==> src/include/core_defines.svh <==
`ifndef CORE_DEFINES_SVH
`define CORE_DEFINES_SVH

// Bits handled per clock
`define NIB_W 4

// Architectural word width
`define XLEN 32

// Register file address width
`define REG_AW 5

// Nibbles per word
`define NIB_CNT 8

// Nibble counter width
`define CNT_W 3

`endif

==> src/rv_isa_pkg.sv <==
package rv_isa_pkg;

   // Major opcodes of the supported subset
   typedef enum logic [6:0] {
      OPC_OP     = 7'b0110011,
      OPC_OP_IMM = 7'b0010011,
      OPC_LUI    = 7'b0110111
   } opcode_e;

   // funct3 values shared by OP and OP-IMM
   typedef enum logic [2:0] {
      F3_ADD_SUB = 3'b000,
      F3_SLT     = 3'b010,
      F3_SLTU    = 3'b011,
      F3_XOR     = 3'b100,
      F3_OR      = 3'b110,
      F3_AND     = 3'b111
   } funct3_e;

   // funct7 for sub
   localparam logic [6:0] F7_ALT = 7'b0100000;

endpackage

==> src/serial_core_pkg.sv <==
`include "core_defines.svh"

package serial_core_pkg;

   typedef enum logic [1:0] {
      ST_IDLE,
      ST_DECODE,
      ST_RUN,
      ST_WRITE
   } seq_state_e;

   typedef enum logic [2:0] {
      ALU_ADD,
      ALU_SUB,
      ALU_AND,
      ALU_OR,
      ALU_XOR,
      ALU_SLT,
      ALU_SLTU
   } alu_op_e;

   typedef logic [`NIB_W-1:0]  nibble_t;
   typedef logic [`XLEN-1:0]   word_t;
   typedef logic [`REG_AW-1:0] reg_addr_t;

   typedef struct packed {
      alu_op_e alu_op;
      logic    use_imm;
      logic    utype;
      logic    rf_wen;
      logic    illegal;
   } exec_ctrl_t;

endpackage

==> src/operand_if.sv <==
`include "core_defines.svh"

interface operand_if;
   import serial_core_pkg::*;

   logic [`CNT_W-1:0] nib_idx;
   logic              run;
   logic              first;
   logic              last;
   nibble_t           rs1_nib;
   nibble_t           rs2_nib;
   nibble_t           imm_nib;

   modport seq (output nib_idx, output run, output first, output last);

   modport rf  (input nib_idx, output rs1_nib, output rs2_nib);

   modport imm (input nib_idx, output imm_nib);

   modport alu (input run, input first, input last,
                input rs1_nib, input rs2_nib, input imm_nib);

endinterface

==> src/serial_decode.sv <==
module serial_decode (
   input  logic                       clk,
   input  logic                       i_instr_valid,
   input  serial_core_pkg::word_t     i_instr,
   input  logic                       i_ready,
   output serial_core_pkg::exec_ctrl_t o_ctrl,
   output serial_core_pkg::word_t     o_instr,
   output serial_core_pkg::reg_addr_t o_rs1,
   output serial_core_pkg::reg_addr_t o_rs2,
   output serial_core_pkg::reg_addr_t o_rd
);
   import rv_isa_pkg::*;
   import serial_core_pkg::*;

   opcode_e    opcode;
   funct3_e    funct3;
   logic [6:0] funct7;
   logic       bad;
   exec_ctrl_t ctrl_d;
   exec_ctrl_t ctrl_q;
   word_t      instr_q;

   assign opcode = opcode_e'(i_instr[6:0]);
   assign funct3 = funct3_e'(i_instr[14:12]);
   assign funct7 = i_instr[31:25];

   always_comb begin
      ctrl_d = '{alu_op: ALU_ADD, use_imm: 1'b0, utype: 1'b0, rf_wen: 1'b1, illegal: 1'b0};
      bad    = 1'b0;
      case (opcode)
         OPC_LUI: begin
            ctrl_d.use_imm = 1'b1;
            ctrl_d.utype   = 1'b1;
         end
         OPC_OP, OPC_OP_IMM: begin
            ctrl_d.use_imm = (opcode == OPC_OP_IMM);
            // Register ops need a clean funct7, except sub
            if (opcode == OPC_OP && funct7 != 7'd0 &&
                !(funct7 == F7_ALT && funct3 == F3_ADD_SUB))
               bad = 1'b1;
            case (funct3)
               F3_ADD_SUB: ctrl_d.alu_op = (opcode == OPC_OP && funct7 == F7_ALT) ?
                                           ALU_SUB : ALU_ADD;
               F3_SLT:     ctrl_d.alu_op = ALU_SLT;
               F3_SLTU:    ctrl_d.alu_op = ALU_SLTU;
               F3_XOR:     ctrl_d.alu_op = ALU_XOR;
               F3_OR:      ctrl_d.alu_op = ALU_OR;
               F3_AND:     ctrl_d.alu_op = ALU_AND;
               // Shifts are not supported
               default:    bad = 1'b1;
            endcase
         end
         default: bad = 1'b1;
      endcase
      ctrl_d.illegal = bad;
      ctrl_d.rf_wen  = !bad;
   end

   always_ff @(posedge clk) begin
      if (i_instr_valid && i_ready) begin
         instr_q <= i_instr;
         ctrl_q  <= ctrl_d;
      end
   end

   assign o_ctrl  = ctrl_q;
   assign o_instr = instr_q;
   // LUI adds its immediate to x0
   assign o_rs1   = ctrl_q.utype ? '0 : instr_q[19:15];
   assign o_rs2   = instr_q[24:20];
   assign o_rd    = instr_q[11:7];

endmodule

==> src/serial_sequencer.sv <==
`include "core_defines.svh"

module serial_sequencer (
   input  logic                        clk,
   input  logic                        i_rst_n,
   input  logic                        i_instr_valid,
   input  serial_core_pkg::exec_ctrl_t i_ctrl,
   output logic                        o_ready,
   output logic                        o_wb_valid,
   output logic                        o_illegal,
   operand_if.seq                      ops
);
   import serial_core_pkg::*;

   localparam logic [`CNT_W-1:0] LAST_NIB = `CNT_W'(`NIB_CNT - 1);

   seq_state_e        state;
   logic [`CNT_W-1:0] cnt;

   always_ff @(posedge clk) begin
      if (!i_rst_n) begin
         state <= ST_IDLE;
         cnt   <= '0;
      end else begin
         case (state)
            ST_IDLE: begin
               if (i_instr_valid)
                  state <= ST_DECODE;
            end
            ST_DECODE: begin
               state <= ST_RUN;
               cnt   <= '0;
            end
            ST_RUN: begin
               // Counter wraps back to zero after the top nibble
               cnt <= cnt + 1'b1;
               if (cnt == LAST_NIB)
                  state <= ST_WRITE;
            end
            default: state <= ST_IDLE;
         endcase
      end
   end

   assign ops.nib_idx = cnt;
   assign ops.run     = (state == ST_RUN);
   assign ops.first   = ops.run && (cnt == '0);
   assign ops.last    = ops.run && (cnt == LAST_NIB);

   assign o_ready    = (state == ST_IDLE);
   assign o_wb_valid = (state == ST_WRITE) && !i_ctrl.illegal;
   assign o_illegal  = (state == ST_WRITE) && i_ctrl.illegal;

endmodule

==> src/serial_regfile.sv <==
`include "core_defines.svh"

module serial_regfile (
   input  logic                       clk,
   input  serial_core_pkg::reg_addr_t i_rs1,
   input  serial_core_pkg::reg_addr_t i_rs2,
   input  serial_core_pkg::reg_addr_t i_rd,
   input  logic                       i_wen,
   input  serial_core_pkg::word_t     i_wdata,
   operand_if.rf                      ops
);
   import serial_core_pkg::*;

   localparam int NREGS = 2 ** `REG_AW;

   word_t regs [NREGS];
   word_t rs1_word;
   word_t rs2_word;

   // x0 is never stored, so its reads are forced to zero
   always_comb begin
      if (i_rs1 == '0)
         rs1_word = '0;
      else
         rs1_word = regs[i_rs1];
   end

   always_comb begin
      if (i_rs2 == '0)
         rs2_word = '0;
      else
         rs2_word = regs[i_rs2];
   end

   // Operand nibbles follow the sequencer count, LSB first
   assign ops.rs1_nib = rs1_word[ops.nib_idx * `NIB_W +: `NIB_W];
   assign ops.rs2_nib = rs2_word[ops.nib_idx * `NIB_W +: `NIB_W];

   // Whole word written in the write-back cycle
   always_ff @(posedge clk) begin
      if (i_wen && i_rd != '0)
         regs[i_rd] <= i_wdata;
   end

endmodule

==> src/imm_serializer.sv <==
`include "core_defines.svh"

module imm_serializer (
   input  serial_core_pkg::word_t      i_instr,
   input  serial_core_pkg::exec_ctrl_t i_ctrl,
   operand_if.imm                      ops
);
   import serial_core_pkg::*;

   word_t imm_i;
   word_t imm_u;
   word_t imm;

   // I-type immediate sign extended from bit 31
   assign imm_i = {{(`XLEN - 12){i_instr[31]}}, i_instr[31:20]};

   // U-type keeps the upper 20 bits
   assign imm_u = {i_instr[31:12], 12'd0};

   assign imm = i_ctrl.utype ? imm_u : imm_i;

   assign ops.imm_nib = imm[ops.nib_idx * `NIB_W +: `NIB_W];

endmodule

==> src/serial_alu.sv <==
`include "core_defines.svh"

module serial_alu (
   input  logic                        clk,
   input  serial_core_pkg::exec_ctrl_t i_ctrl,
   operand_if.alu                      ops,
   output serial_core_pkg::word_t      o_result
);
   import serial_core_pkg::*;

   nibble_t        op_a;
   nibble_t        op_b;
   nibble_t        b_in;
   nibble_t        res_nib;
   logic [`NIB_W:0] sum;
   logic           sub_like;
   logic           is_cmp;
   logic           cin;
   logic           carry_q;
   logic           lt;
   word_t          result_q;

   assign op_a = ops.rs1_nib;
   assign op_b = i_ctrl.use_imm ? ops.imm_nib : ops.rs2_nib;

   assign is_cmp   = (i_ctrl.alu_op == ALU_SLT) || (i_ctrl.alu_op == ALU_SLTU);
   assign sub_like = (i_ctrl.alu_op == ALU_SUB) || is_cmp;

   // Subtraction as a + ~b + 1 with the +1 entering on the first nibble
   assign b_in = sub_like ? ~op_b : op_b;
   assign cin  = ops.first ? sub_like : carry_q;
   assign sum  = {1'b0, op_a} + {1'b0, b_in} + {{`NIB_W{1'b0}}, cin};

   always_comb begin
      case (i_ctrl.alu_op)
         ALU_AND: res_nib = op_a & op_b;
         ALU_OR:  res_nib = op_a | op_b;
         ALU_XOR: res_nib = op_a ^ op_b;
         default: res_nib = sum[`NIB_W-1:0];
      endcase
   end

   // No carry out of the top nibble means a borrow, so a < b unsigned.
   // With differing signs, signed order is just the sign of a.
   always_comb begin
      if (i_ctrl.alu_op == ALU_SLTU || op_a[`NIB_W-1] == op_b[`NIB_W-1])
         lt = !sum[`NIB_W];
      else
         lt = op_a[`NIB_W-1];
   end

   always_ff @(posedge clk) begin
      if (ops.run) begin
         carry_q <= sum[`NIB_W];
         if (ops.last && is_cmp)
            result_q <= {{(`XLEN - 1){1'b0}}, lt};
         else
            result_q <= {res_nib, result_q[`XLEN-1:`NIB_W]};
      end
   end

   assign o_result = result_q;

endmodule

==> src/serial_core_top.sv <==
module serial_core_top (
   input  logic                       clk,
   input  logic                       i_rst_n,
   input  logic                       i_instr_valid,
   input  serial_core_pkg::word_t     i_instr,
   output logic                       o_ready,
   output logic                       o_wb_valid,
   output serial_core_pkg::reg_addr_t o_wb_addr,
   output serial_core_pkg::word_t     o_wb_data,
   output logic                       o_illegal
);
   import serial_core_pkg::*;

   exec_ctrl_t ctrl;
   word_t      instr;
   word_t      result;
   reg_addr_t  rs1;
   reg_addr_t  rs2;
   reg_addr_t  rd;
   logic       rf_wen;

   operand_if ops ();

   serial_decode u_decode (
      .clk           (clk),
      .i_instr_valid (i_instr_valid),
      .i_instr       (i_instr),
      .i_ready       (o_ready),
      .o_ctrl        (ctrl),
      .o_instr       (instr),
      .o_rs1         (rs1),
      .o_rs2         (rs2),
      .o_rd          (rd)
   );

   serial_sequencer u_sequencer (
      .clk           (clk),
      .i_rst_n       (i_rst_n),
      .i_instr_valid (i_instr_valid),
      .i_ctrl        (ctrl),
      .o_ready       (o_ready),
      .o_wb_valid    (o_wb_valid),
      .o_illegal     (o_illegal),
      .ops           (ops.seq)
   );

   // Register write only on a legal write-back
   assign rf_wen = o_wb_valid && ctrl.rf_wen;

   serial_regfile u_regfile (
      .clk     (clk),
      .i_rs1   (rs1),
      .i_rs2   (rs2),
      .i_rd    (rd),
      .i_wen   (rf_wen),
      .i_wdata (result),
      .ops     (ops.rf)
   );

   imm_serializer u_imm (
      .i_instr (instr),
      .i_ctrl  (ctrl),
      .ops     (ops.imm)
   );

   serial_alu u_alu (
      .clk      (clk),
      .i_ctrl   (ctrl),
      .ops      (ops.alu),
      .o_result (result)
   );

   assign o_wb_addr = rd;
   assign o_wb_data = result;

endmodule

==> config.mk <==
export PLATFORM = sky130hd
export DESIGN_NAME = serial_core_top
export DESIGN_NICKNAME = d
export VERILOG_FILES = /design/src/rv_isa_pkg.sv /design/src/serial_core_pkg.sv /design/src/operand_if.sv /design/src/serial_decode.sv /design/src/serial_sequencer.sv /design/src/serial_regfile.sv /design/src/imm_serializer.sv /design/src/serial_alu.sv /design/src/serial_core_top.sv
export VERILOG_INCLUDE_DIRS = /design/src /design/src/include
export SDC_FILE = /design/constraint.sdc
export NUM_CORES = 2
export LEC_CHECK = 0
export BUFFER_PORTS_ARGS = -buffer_cell sky130_fd_sc_hd__buf_4
export CAP_MARGIN = 5
export CORE_MARGIN = 2
export CORE_UTILIZATION = 30
export DETAILED_ROUTE_END_ITERATION = 16
export GPL_TIMING_DRIVEN = 0
export SYNTH_ARGS = -nofsm -noshare
export SYNTH_HDL_FRONTEND = slang
export SYNTH_SLANG_ARGS = --single-unit
==> constraint.sdc <==
create_clock -name clk -period 8.4 [get_ports clk]
set_input_delay 1.26 -clock clk [delete_from_list [all_inputs] [get_ports clk]]
set_output_delay 1.26 -clock clk [all_outputs]
set_load 0.05 [all_outputs]
== After elaboration in Yosys (flattened, before gate mapping) ==
Memories as Yosys holds them, arrays and structs flattened. A register that Yosys moved wholly into a read port is not among the register bits.
Index checks and enable logic that the tools add are counted.
Word-level totals
  word-level logic and storage cells: 98
  memory bits (writable): 1024
  register bits after elaboration: 77
  bits of input ports: 35
  memories kept: 1
Memories
  u_regfile.regs: depth 32, width 32, read ports 2, clocked after memory_dff 1, write ports 1, RTL line serial_regfile.sv:16  | word_t regs [NREGS];
Operators by class
  shift-type cells: 3
  bitwise logic cells: 4
  muxes and demuxes: 24
  eq/ne operators: 22
  $add $sub $neg: 3
  reduce and logical (&&, ||, !) cells: 30
Operators by type and width (number)
  32-bit by 6-bit variable part select with 4-bit output: 3
  32-bit two-way mux: 2
  31-bit two-way mux: 1
  3-bit == test, second input constant: 7
  7-bit by 6-bit == test with 1-bit output, second input constant: 3
  3-bit one-hot mux with 6 select lines: 1
  3-bit by 2-bit == test with 1-bit output, second input constant: 4
  1-bit logical AND: 12
  4-bit one-hot mux with 3 select lines: 1
  5-bit logical NOT: 2
  5-bit two-way mux: 2
  1-bit two-way mux: 9
  4-bit two-way mux: 2
  7-bit by 5-bit == test with 1-bit output, second input constant: 1
  7-bit nonzero test: 1
  3-bit logical NOT: 2
  2-bit one-hot mux with 3 select lines: 1
  3-bit one-hot mux with 2 select lines: 1
  6-bit OR reduction: 1
  4-bit by 4-bit adder with 5-bit output: 1
  5-bit by 1-bit adder with 5-bit output: 1
  5-bit nonzero test: 1
  4-bit AND: 1
  2-bit == test, second input constant: 2
  other kinds (16): 24

== Logic depth before layout (Yosys ltp) ==
  depth in word-level cells: 11
  depth in mapped cells: 21

== Modules after synthesis ==
From an unflattened synthesis, not the netlist that was laid out.
Second synthesis, totals
  cell total of the unflattened synthesis: 2964
  area, all modules: 52475.3 um2
By module, submodules not included
  serial_regfile: area each 48501.5 um2, times used 1, cells each 2655
  serial_alu: area each 1781.7 um2, times used 1, cells each 141
  serial_decode: area each 1452.6 um2, times used 1, cells each 78
  imm_serializer: area each 401.6 um2, times used 1, cells each 50
  serial_sequencer: area each 331.6 um2, times used 1, cells each 39
  serial_core_top: area each 6.3 um2, times used 1, cells each 1

== Worst setup path before layout ==
OpenSTA, ideal clock, no wires.
  path type: register to register
  start: register u_decode.instr_q[15] (netlist: u_decode.o_instr[15])
  end: register u_alu.result_q[0] (netlist: u_alu.o_result[0]), data pin
  setup time: 0.145 ns
  required time: 8.255 ns
  slack: 4.345 ns
  buffers on the path: 5
  arrival: 3.910 ns
  cell stages (with the launch flop): 20
  cell sequence: edfxtp_1 -> buf_2 -> nor2b_1 -> clkbuf_1 -> buf_2 -> buf_4 -> buf_2 -> mux2i_1 -> a221oi_1 -> o311ai_0 -> nand3_1 -> a211o_1 -> fa_1 -> inv_1 -> fa_1 -> nor2b_1 -> o21ai_0 -> nand2b_1 -> o41a_1 -> o21ai_1
On the way
  longest elaborated chain between the ends: 10
  elaborated cells on any way between the ends: 17
  classes of those cells: add/sub: 2; eq/ne: 1; shift: 2; mux: 7; bitwise: 1; reduce/logical: 3; memory: 1
RTL lines
  start, declared: RTL line serial_decode.sv:21  | word_t instr_q;
  start signal, assigned: RTL line serial_decode.sv:61  | instr_q <= i_instr;
  branches (longest 5 deep; another with memory read 32 x 32 bit)
  4-bit by 4-bit adder with 5-bit output (*): RTL line serial_alu.sv:32  | assign sum = {1'b0, op_a} + {1'b0, b_in} + {{`NIB_W{1'b0}}, cin};
  5-bit by 1-bit adder with 5-bit output (*): RTL line serial_alu.sv:32
  named net u_alu.sum[4]: RTL line serial_alu.sv:15  | logic [`NIB_W:0] sum;
  1-bit logical NOT (*): RTL line serial_alu.sv:47  | lt = !sum[`NIB_W];
  1-bit two-way mux (*): RTL line serial_alu.sv:46  | if (i_ctrl.alu_op == ALU_SLTU || op_a[`NIB_W-1] == op_b[`NIB_W-1])
  1-bit two-way mux (*): RTL line serial_alu.sv:55  | if (ops.last && is_cmp)
  end signal, assigned: RTL line serial_alu.sv:56  | result_q <= {{(`XLEN - 1){1'b0}}, lt};
  end signal, assigned: RTL line serial_alu.sv:58  | result_q <= {res_nib, result_q[`XLEN-1:`NIB_W]};
  end, declared: RTL line serial_alu.sv:21  | word_t result_q;
Mark *: on every way through the listed nets, which the timed path passes.
A chain may end at the register's enable or synchronous reset.

== Worst setup path in the final report ==
  start: register u_decode.ctrl_q (netlist bit u_decode.o_ctrl[2])
  end: register u_alu.result_q[0] (netlist: u_alu.o_result[0]), data pin
On the way
  longest elaborated chain between the ends: 10
  elaborated cells on any way between the ends: 17
  classes of those cells: add/sub: 2; eq/ne: 1; shift: 2; mux: 7; bitwise: 1; reduce/logical: 3; memory: 1
RTL lines
  start, declared: RTL line serial_decode.sv:20  | exec_ctrl_t ctrl_q;
  start signal, assigned: RTL line serial_decode.sv:62  | ctrl_q <= ctrl_d;
  branches (longest 5 deep; another with memory read 32 x 32 bit)
  4-bit by 4-bit adder with 5-bit output (*): RTL line serial_alu.sv:32
  5-bit by 1-bit adder with 5-bit output (*): RTL line serial_alu.sv:32
  named net u_alu.sum[4]: RTL line serial_alu.sv:15
  1-bit logical NOT (*): RTL line serial_alu.sv:47
  1-bit two-way mux (*): RTL line serial_alu.sv:46
  1-bit two-way mux (*): RTL line serial_alu.sv:55
Marked as above.

==> run_summary.xml <==
<?xml version="1.0" encoding="UTF-8"?>
<metrics>
  <group name="outcome">
    <metric name="outcome" unit="">complete, but fails checks</metric>
    <metric name="failing_checks" unit="">capacitance limit, slew limit, setup timing</metric>
  </group>
  <group name="pwr">
    <metric name="pwr_density_cell" unit="mW/mm^2">321</metric>
    <metric name="power_switching" unit="uW">8200</metric>
    <metric name="p_seq_share" unit="%">34.6</metric>
    <metric name="ir_worst_vdd" unit="uV">187</metric>
    <metric name="power_switching_share" unit="%">41.1</metric>
    <metric name="power.leakage" unit="uW">0.0202</metric>
    <metric name="power_report.internal_total" unit="uW">11800</metric>
    <metric name="clockPowerShare" unit="%">27.0</metric>
    <metric name="p_comb_share" unit="%">38.4</metric>
  </group>
  <group name="logic_synthesis">
    <metric name="post_synth.cell_area_avg" unit="um^2">15.8</metric>
    <metric name="synth-seq-cells" unit="">1099</metric>
    <metric name="synth_edf_count" unit="">1089</metric>
    <metric name="post_synthesis_instance_area" unit="mm^2">0.0526</metric>
    <metric name="synth_async_sr_flop_share" unit="%">0</metric>
    <metric name="synth_top_cells_by_count" unit="">sky130_fd_sc_hd__edfxtp_1, sky130_fd_sc_hd__mux2i_1, sky130_fd_sc_hd__mux4_2</metric>
    <metric name="primary_flip_flop_cell_chosen_by_synthesis_mapping" unit="">sky130_fd_sc_hd__edfxtp_1</metric>
    <metric name="synthCells" unit="">3331</metric>
    <metric name="synth_sequential_area_ratio" unit="%">62.6</metric>
    <metric name="synthDistinctLibCells" unit="">78</metric>
    <metric name="synth_top_cells_by_area" unit="">sky130_fd_sc_hd__edfxtp_1, sky130_fd_sc_hd__mux4_2, sky130_fd_sc_hd__mux2i_1, sky130_fd_sc_hd__nor2_1, sky130_fd_sc_hd__a221oi_1</metric>
    <metric name="yosysMostFrequentCell" unit="">sky130_fd_sc_hd__edfxtp_1</metric>
    <metric name="synth.largest_area_cell" unit="">sky130_fd_sc_hd__edfxtp_1</metric>
    <metric name="ys.warnings.count" unit="">0</metric>
    <metric name="synth_top_area_share" unit="%">62.2</metric>
  </group>
  <group name="setup_path">
    <metric name="timing.critical_path.slowest_cell_delay" unit="ns">0.95</metric>
    <metric name="reg2reg_slack" unit="ns">-0.58</metric>
    <metric name="required_time_worst_endpoint" unit="ns">8.89</metric>
    <metric name="slowest_stage" unit="">sky130_fd_sc_hd__clkbuf_1</metric>
    <metric name="end_kind" unit="">flip-flop</metric>
    <metric name="arrival" unit="ns">9.47</metric>
    <metric name="worstRegToRegCells" unit="">19</metric>
    <metric name="crit_path_start_kind" unit="">flip-flop</metric>
    <metric name="criticalPathCategory" unit="">flip-flop to flip-flop</metric>
    <metric name="cp_cell_sequence" unit="">buf_2 -&gt; clkbuf_1 -&gt; inv_1 -&gt; nand2_1 -&gt; clkbuf_2 -&gt; clkbuf_1 -&gt; buf_8 -&gt; a311oi_1 -&gt; o21ai_0 -&gt; a31oi_1 -&gt; a211o_1 -&gt; fa_1 -&gt; inv_1 -&gt; fa_1 -&gt; nor2b_1 -&gt; o21ai_0 -&gt; nand2b_1 -&gt; o41a_1 -&gt; o21ai_1</metric>
    <metric name="path_max_fanout" unit="">10</metric>
  </group>
  <group name="placement">
    <metric name="place_congestion" unit="">1.04</metric>
    <metric name="place_hpwl" unit="mm">195</metric>
    <metric name="port-buffer-count" unit="">74</metric>
    <metric name="placed_area" unit="mm^2">0.0580</metric>
  </group>
  <group name="clock_tree">
    <metric name="post_cts_hold_buffer_count" unit="">0</metric>
    <metric name="cts_inserted_buffers" unit="">116</metric>
    <metric name="cts-root-buf" unit="">sky130_fd_sc_hd__clkbuf_16</metric>
    <metric name="cts.sinks" unit="">1099</metric>
    <metric name="cts_buffer_depth" unit="">3</metric>
    <metric name="cts_max_level" unit="">3</metric>
    <metric name="clk_pin_slew" unit="ns">0.06</metric>
    <metric name="cts_tree" unit="">done</metric>
    <metric name="insertion_delay" unit="ns">0.82</metric>
  </group>
  <group name="grt">
    <metric name="grt_max_degree" unit="">35</metric>
    <metric name="grt_pass1_vias" unit="">37700</metric>
    <metric name="grt_first_pass_wirelength" unit="mm">363</metric>
    <metric name="antenna_found_initial" unit="">30</metric>
    <metric name="track_usage" unit="%">30.6</metric>
    <metric name="overflow" unit="">0</metric>
  </group>
  <group name="floorplan">
    <metric name="die_footprint" unit="mm^2">0.179</metric>
    <metric name="floorplan.rows" unit="">153</metric>
    <metric name="top_level_ports" unit="">75</metric>
    <metric name="width_of_the_die" unit="um">423</metric>
    <metric name="core-area" unit="mm^2">0.174</metric>
    <metric name="die_h" unit="um">423</metric>
    <metric name="initial_core_util" unit="%">30.2</metric>
  </group>
  <group name="sta">
    <metric name="fin_crit_sh" unit="%">107</metric>
    <metric name="final.setup.worst_slack" unit="ns">-0.580</metric>
    <metric name="maxSlewViolCount" unit="">95</metric>
    <metric name="max_freq" unit="MHz">111</metric>
    <metric name="timing.final.hold_violations" unit="">0</metric>
    <metric name="grt_setup_unrepaired" unit="">false</metric>
    <metric name="max_slew_margin" unit="%">-9.51</metric>
    <metric name="period_minus_slack" unit="ns">8.98</metric>
    <metric name="final.setup_skew" unit="ns">0.0608</metric>
    <metric name="setup-violations-final" unit="">1</metric>
    <metric name="tightestPinTransition" unit="ns">1.64</metric>
  </group>
  <group name="finish">
    <metric name="utilization" unit="%">35.7</metric>
    <metric name="postLayoutCellArea" unit="mm^2">0.0621</metric>
    <metric name="area_grow_syn2layout" unit="%">18.2</metric>
    <metric name="layout.nets" unit="">3694</metric>
    <metric name="post_route_cells_drive_above_1_share" unit="%">23.0</metric>
  </group>
  <group name="drt">
    <metric name="detailedRoute.firstPassIterationCount" unit="">14</metric>
    <metric name="drc" unit="">0</metric>
    <metric name="drt.antenna.violating_nets" unit="">0</metric>
    <metric name="via_density_per_instance" unit="">6.74</metric>
    <metric name="num_vias" unit="">41000</metric>
    <metric name="drt-initial-drc-count" unit="">9305</metric>
    <metric name="finalWirelength" unit="mm">282</metric>
    <metric name="wire_per_inst" unit="um">46.5</metric>
  </group>
  <group name="hold_path">
    <metric name="holdCritPathClass" unit="">flip-flop to flip-flop</metric>
    <metric name="whs_path_depth" unit="">2</metric>
  </group>
  <group name="job">
    <metric name="maxCapViolCount" unit="">11</metric>
  </group>
</metrics>
[repair_timing]
action,in CTS,in global routing
buffers inserted,0,0
gates resized for setup,1,0
setup endpoints to repair,1,0
[cells in the final DEF, fill, tap and decap left out, types with 34 or more instances in the layout]
master | synthesis | routed
sky130_fd_sc_hd__edfxtp_1 | 1089 | 1089
sky130_fd_sc_hd__mux2i_1 | 356 | 356
sky130_fd_sc_hd__mux4_2 | 293 | 293
sky130_fd_sc_hd__nor2_1 | 184 | 150
sky130_fd_sc_hd__clkbuf_1 | 106 | 124
sky130_fd_sc_hd__buf_2 | 112 | 119
sky130_fd_sc_hd__clkbuf_16 | 0 | 118
sky130_fd_sc_hd__nand2_1 | 117 | 117
sky130_fd_sc_hd__a21oi_1 | 99 | 99
sky130_fd_sc_hd__buf_4 | 24 | 98
sky130_fd_sc_hd__o21ai_0 | 76 | 76
sky130_fd_sc_hd__a221oi_1 | 68 | 68
sky130_fd_sc_hd__o22ai_1 | 66 | 66
sky130_fd_sc_hd__a211oi_1 | 65 | 65
sky130_fd_sc_hd__nor3_1 | 59 | 59
sky130_fd_sc_hd__nor2b_1 | 57 | 57
sky130_fd_sc_hd__nand3_1 | 55 | 55
sky130_fd_sc_hd__a221o_1 | 55 | 55
sky130_fd_sc_hd__buf_12 | 0 | 51
sky130_fd_sc_hd__inv_1 | 38 | 37
sky130_fd_sc_hd__a2111oi_0 | 34 | 34
[stage by stage]
step,std cells,hold WS (ns),power [uW],TNS (ns),setup slack [ns]
floorplan,3362,0.509,10400,0,4.34
finish,6076,0.546,20000,-0.580,-0.580
detailed placement,5836,0.549,14000,-0.103,-0.103
global placement,5761,0.537,13900,-0.353,-0.353
CTS,6053,0.559,19300,0,0.360
global route,6065,0.603,19900,0,0.0303
[layer usage]
layer	part of all wire, %	global-route usage [%]	vias to the layer above
met5	0.10	0.511	-
met4	8.9	21.6	26
met3	17	14.0	1162
met2	39	41.5	4500
met1	35	38.4	20900
li1	-	-	14400
[state kept, by name (all words and copies together), names as in the netlist, named ones only]
register,cells
u_regfile.regs,1024
u_alu.o_result,32
u_sequencer.ops.nib_idx,3
u_decode.o_instr,25
u_sequencer.state,2
u_alu.carry_q,1
u_decode.o_ctrl,7
[kinds of logic after synthesis]
| kind of cell | Yosys count | share of synthesized area, % |
|---|---|---|
| and+or+nand+nor | 554 | 4.95 |
| other | 1 | 0.00713 |
| AOI/OAI and AO/OA | 651 | 9.03 |
| muxes | 678 | 19.9 |
| DFF | 1099 | 62.6 |
| xor gates and xnor gates | 8 | 0.133 |
| adders and majority gates | 19 | 0.481 |
| buffers and inverters | 321 | 2.87 |
[critical path, delay by kind of cell (launching register included)]
kind            cells  cell delay (ns)
fa+ha+maj           2             0.67
simple gates        3             0.61
compound gates      7             2.97
buf+inv             7             3.72
flops               1             0.67
[worst paths after layout]
| path | start | endpoint |
|---|---|---|
| max reg2reg | u_decode.o_ctrl[2] | u_alu.o_result[0] |
| min | u_sequencer.state[0] | u_sequencer.state[0] |
| max | u_decode.o_ctrl[2] | u_alu.o_result[0] |
| min reg2reg | u_sequencer.state[0] | u_sequencer.state[0] |
[power by group through the flow]
stage / combinational (uW) / clock (uW) / sequential [uW]
after floorplan: 3490 / 0 / 6950
after global placement: 6860 / 0 / 7080
after detailed placement: 6990 / 0 / 7050
after CTS: 7020 / 5340 / 6940
after global routing: 7450 / 5550 / 6920
final: 7660 / 5390 / 6910
[cell type report]
cell class / instances / area [um^2]
Tap cell: 2325 / 2910
Timing Repair Buffer: 160 / 2380
Buffer: 279 / 1370
Fill cell: 16400 / 112000
Multi-Input combinational cell: 1942 / 18500
Clock inverter: 75 / 815
Sequential cell: 1099 / 32900
Antenna cell: 12 / 30.0
Inverter: 42 / 158
Clock buffer: 142 / 3040
(Power assumes the default switching activity.)
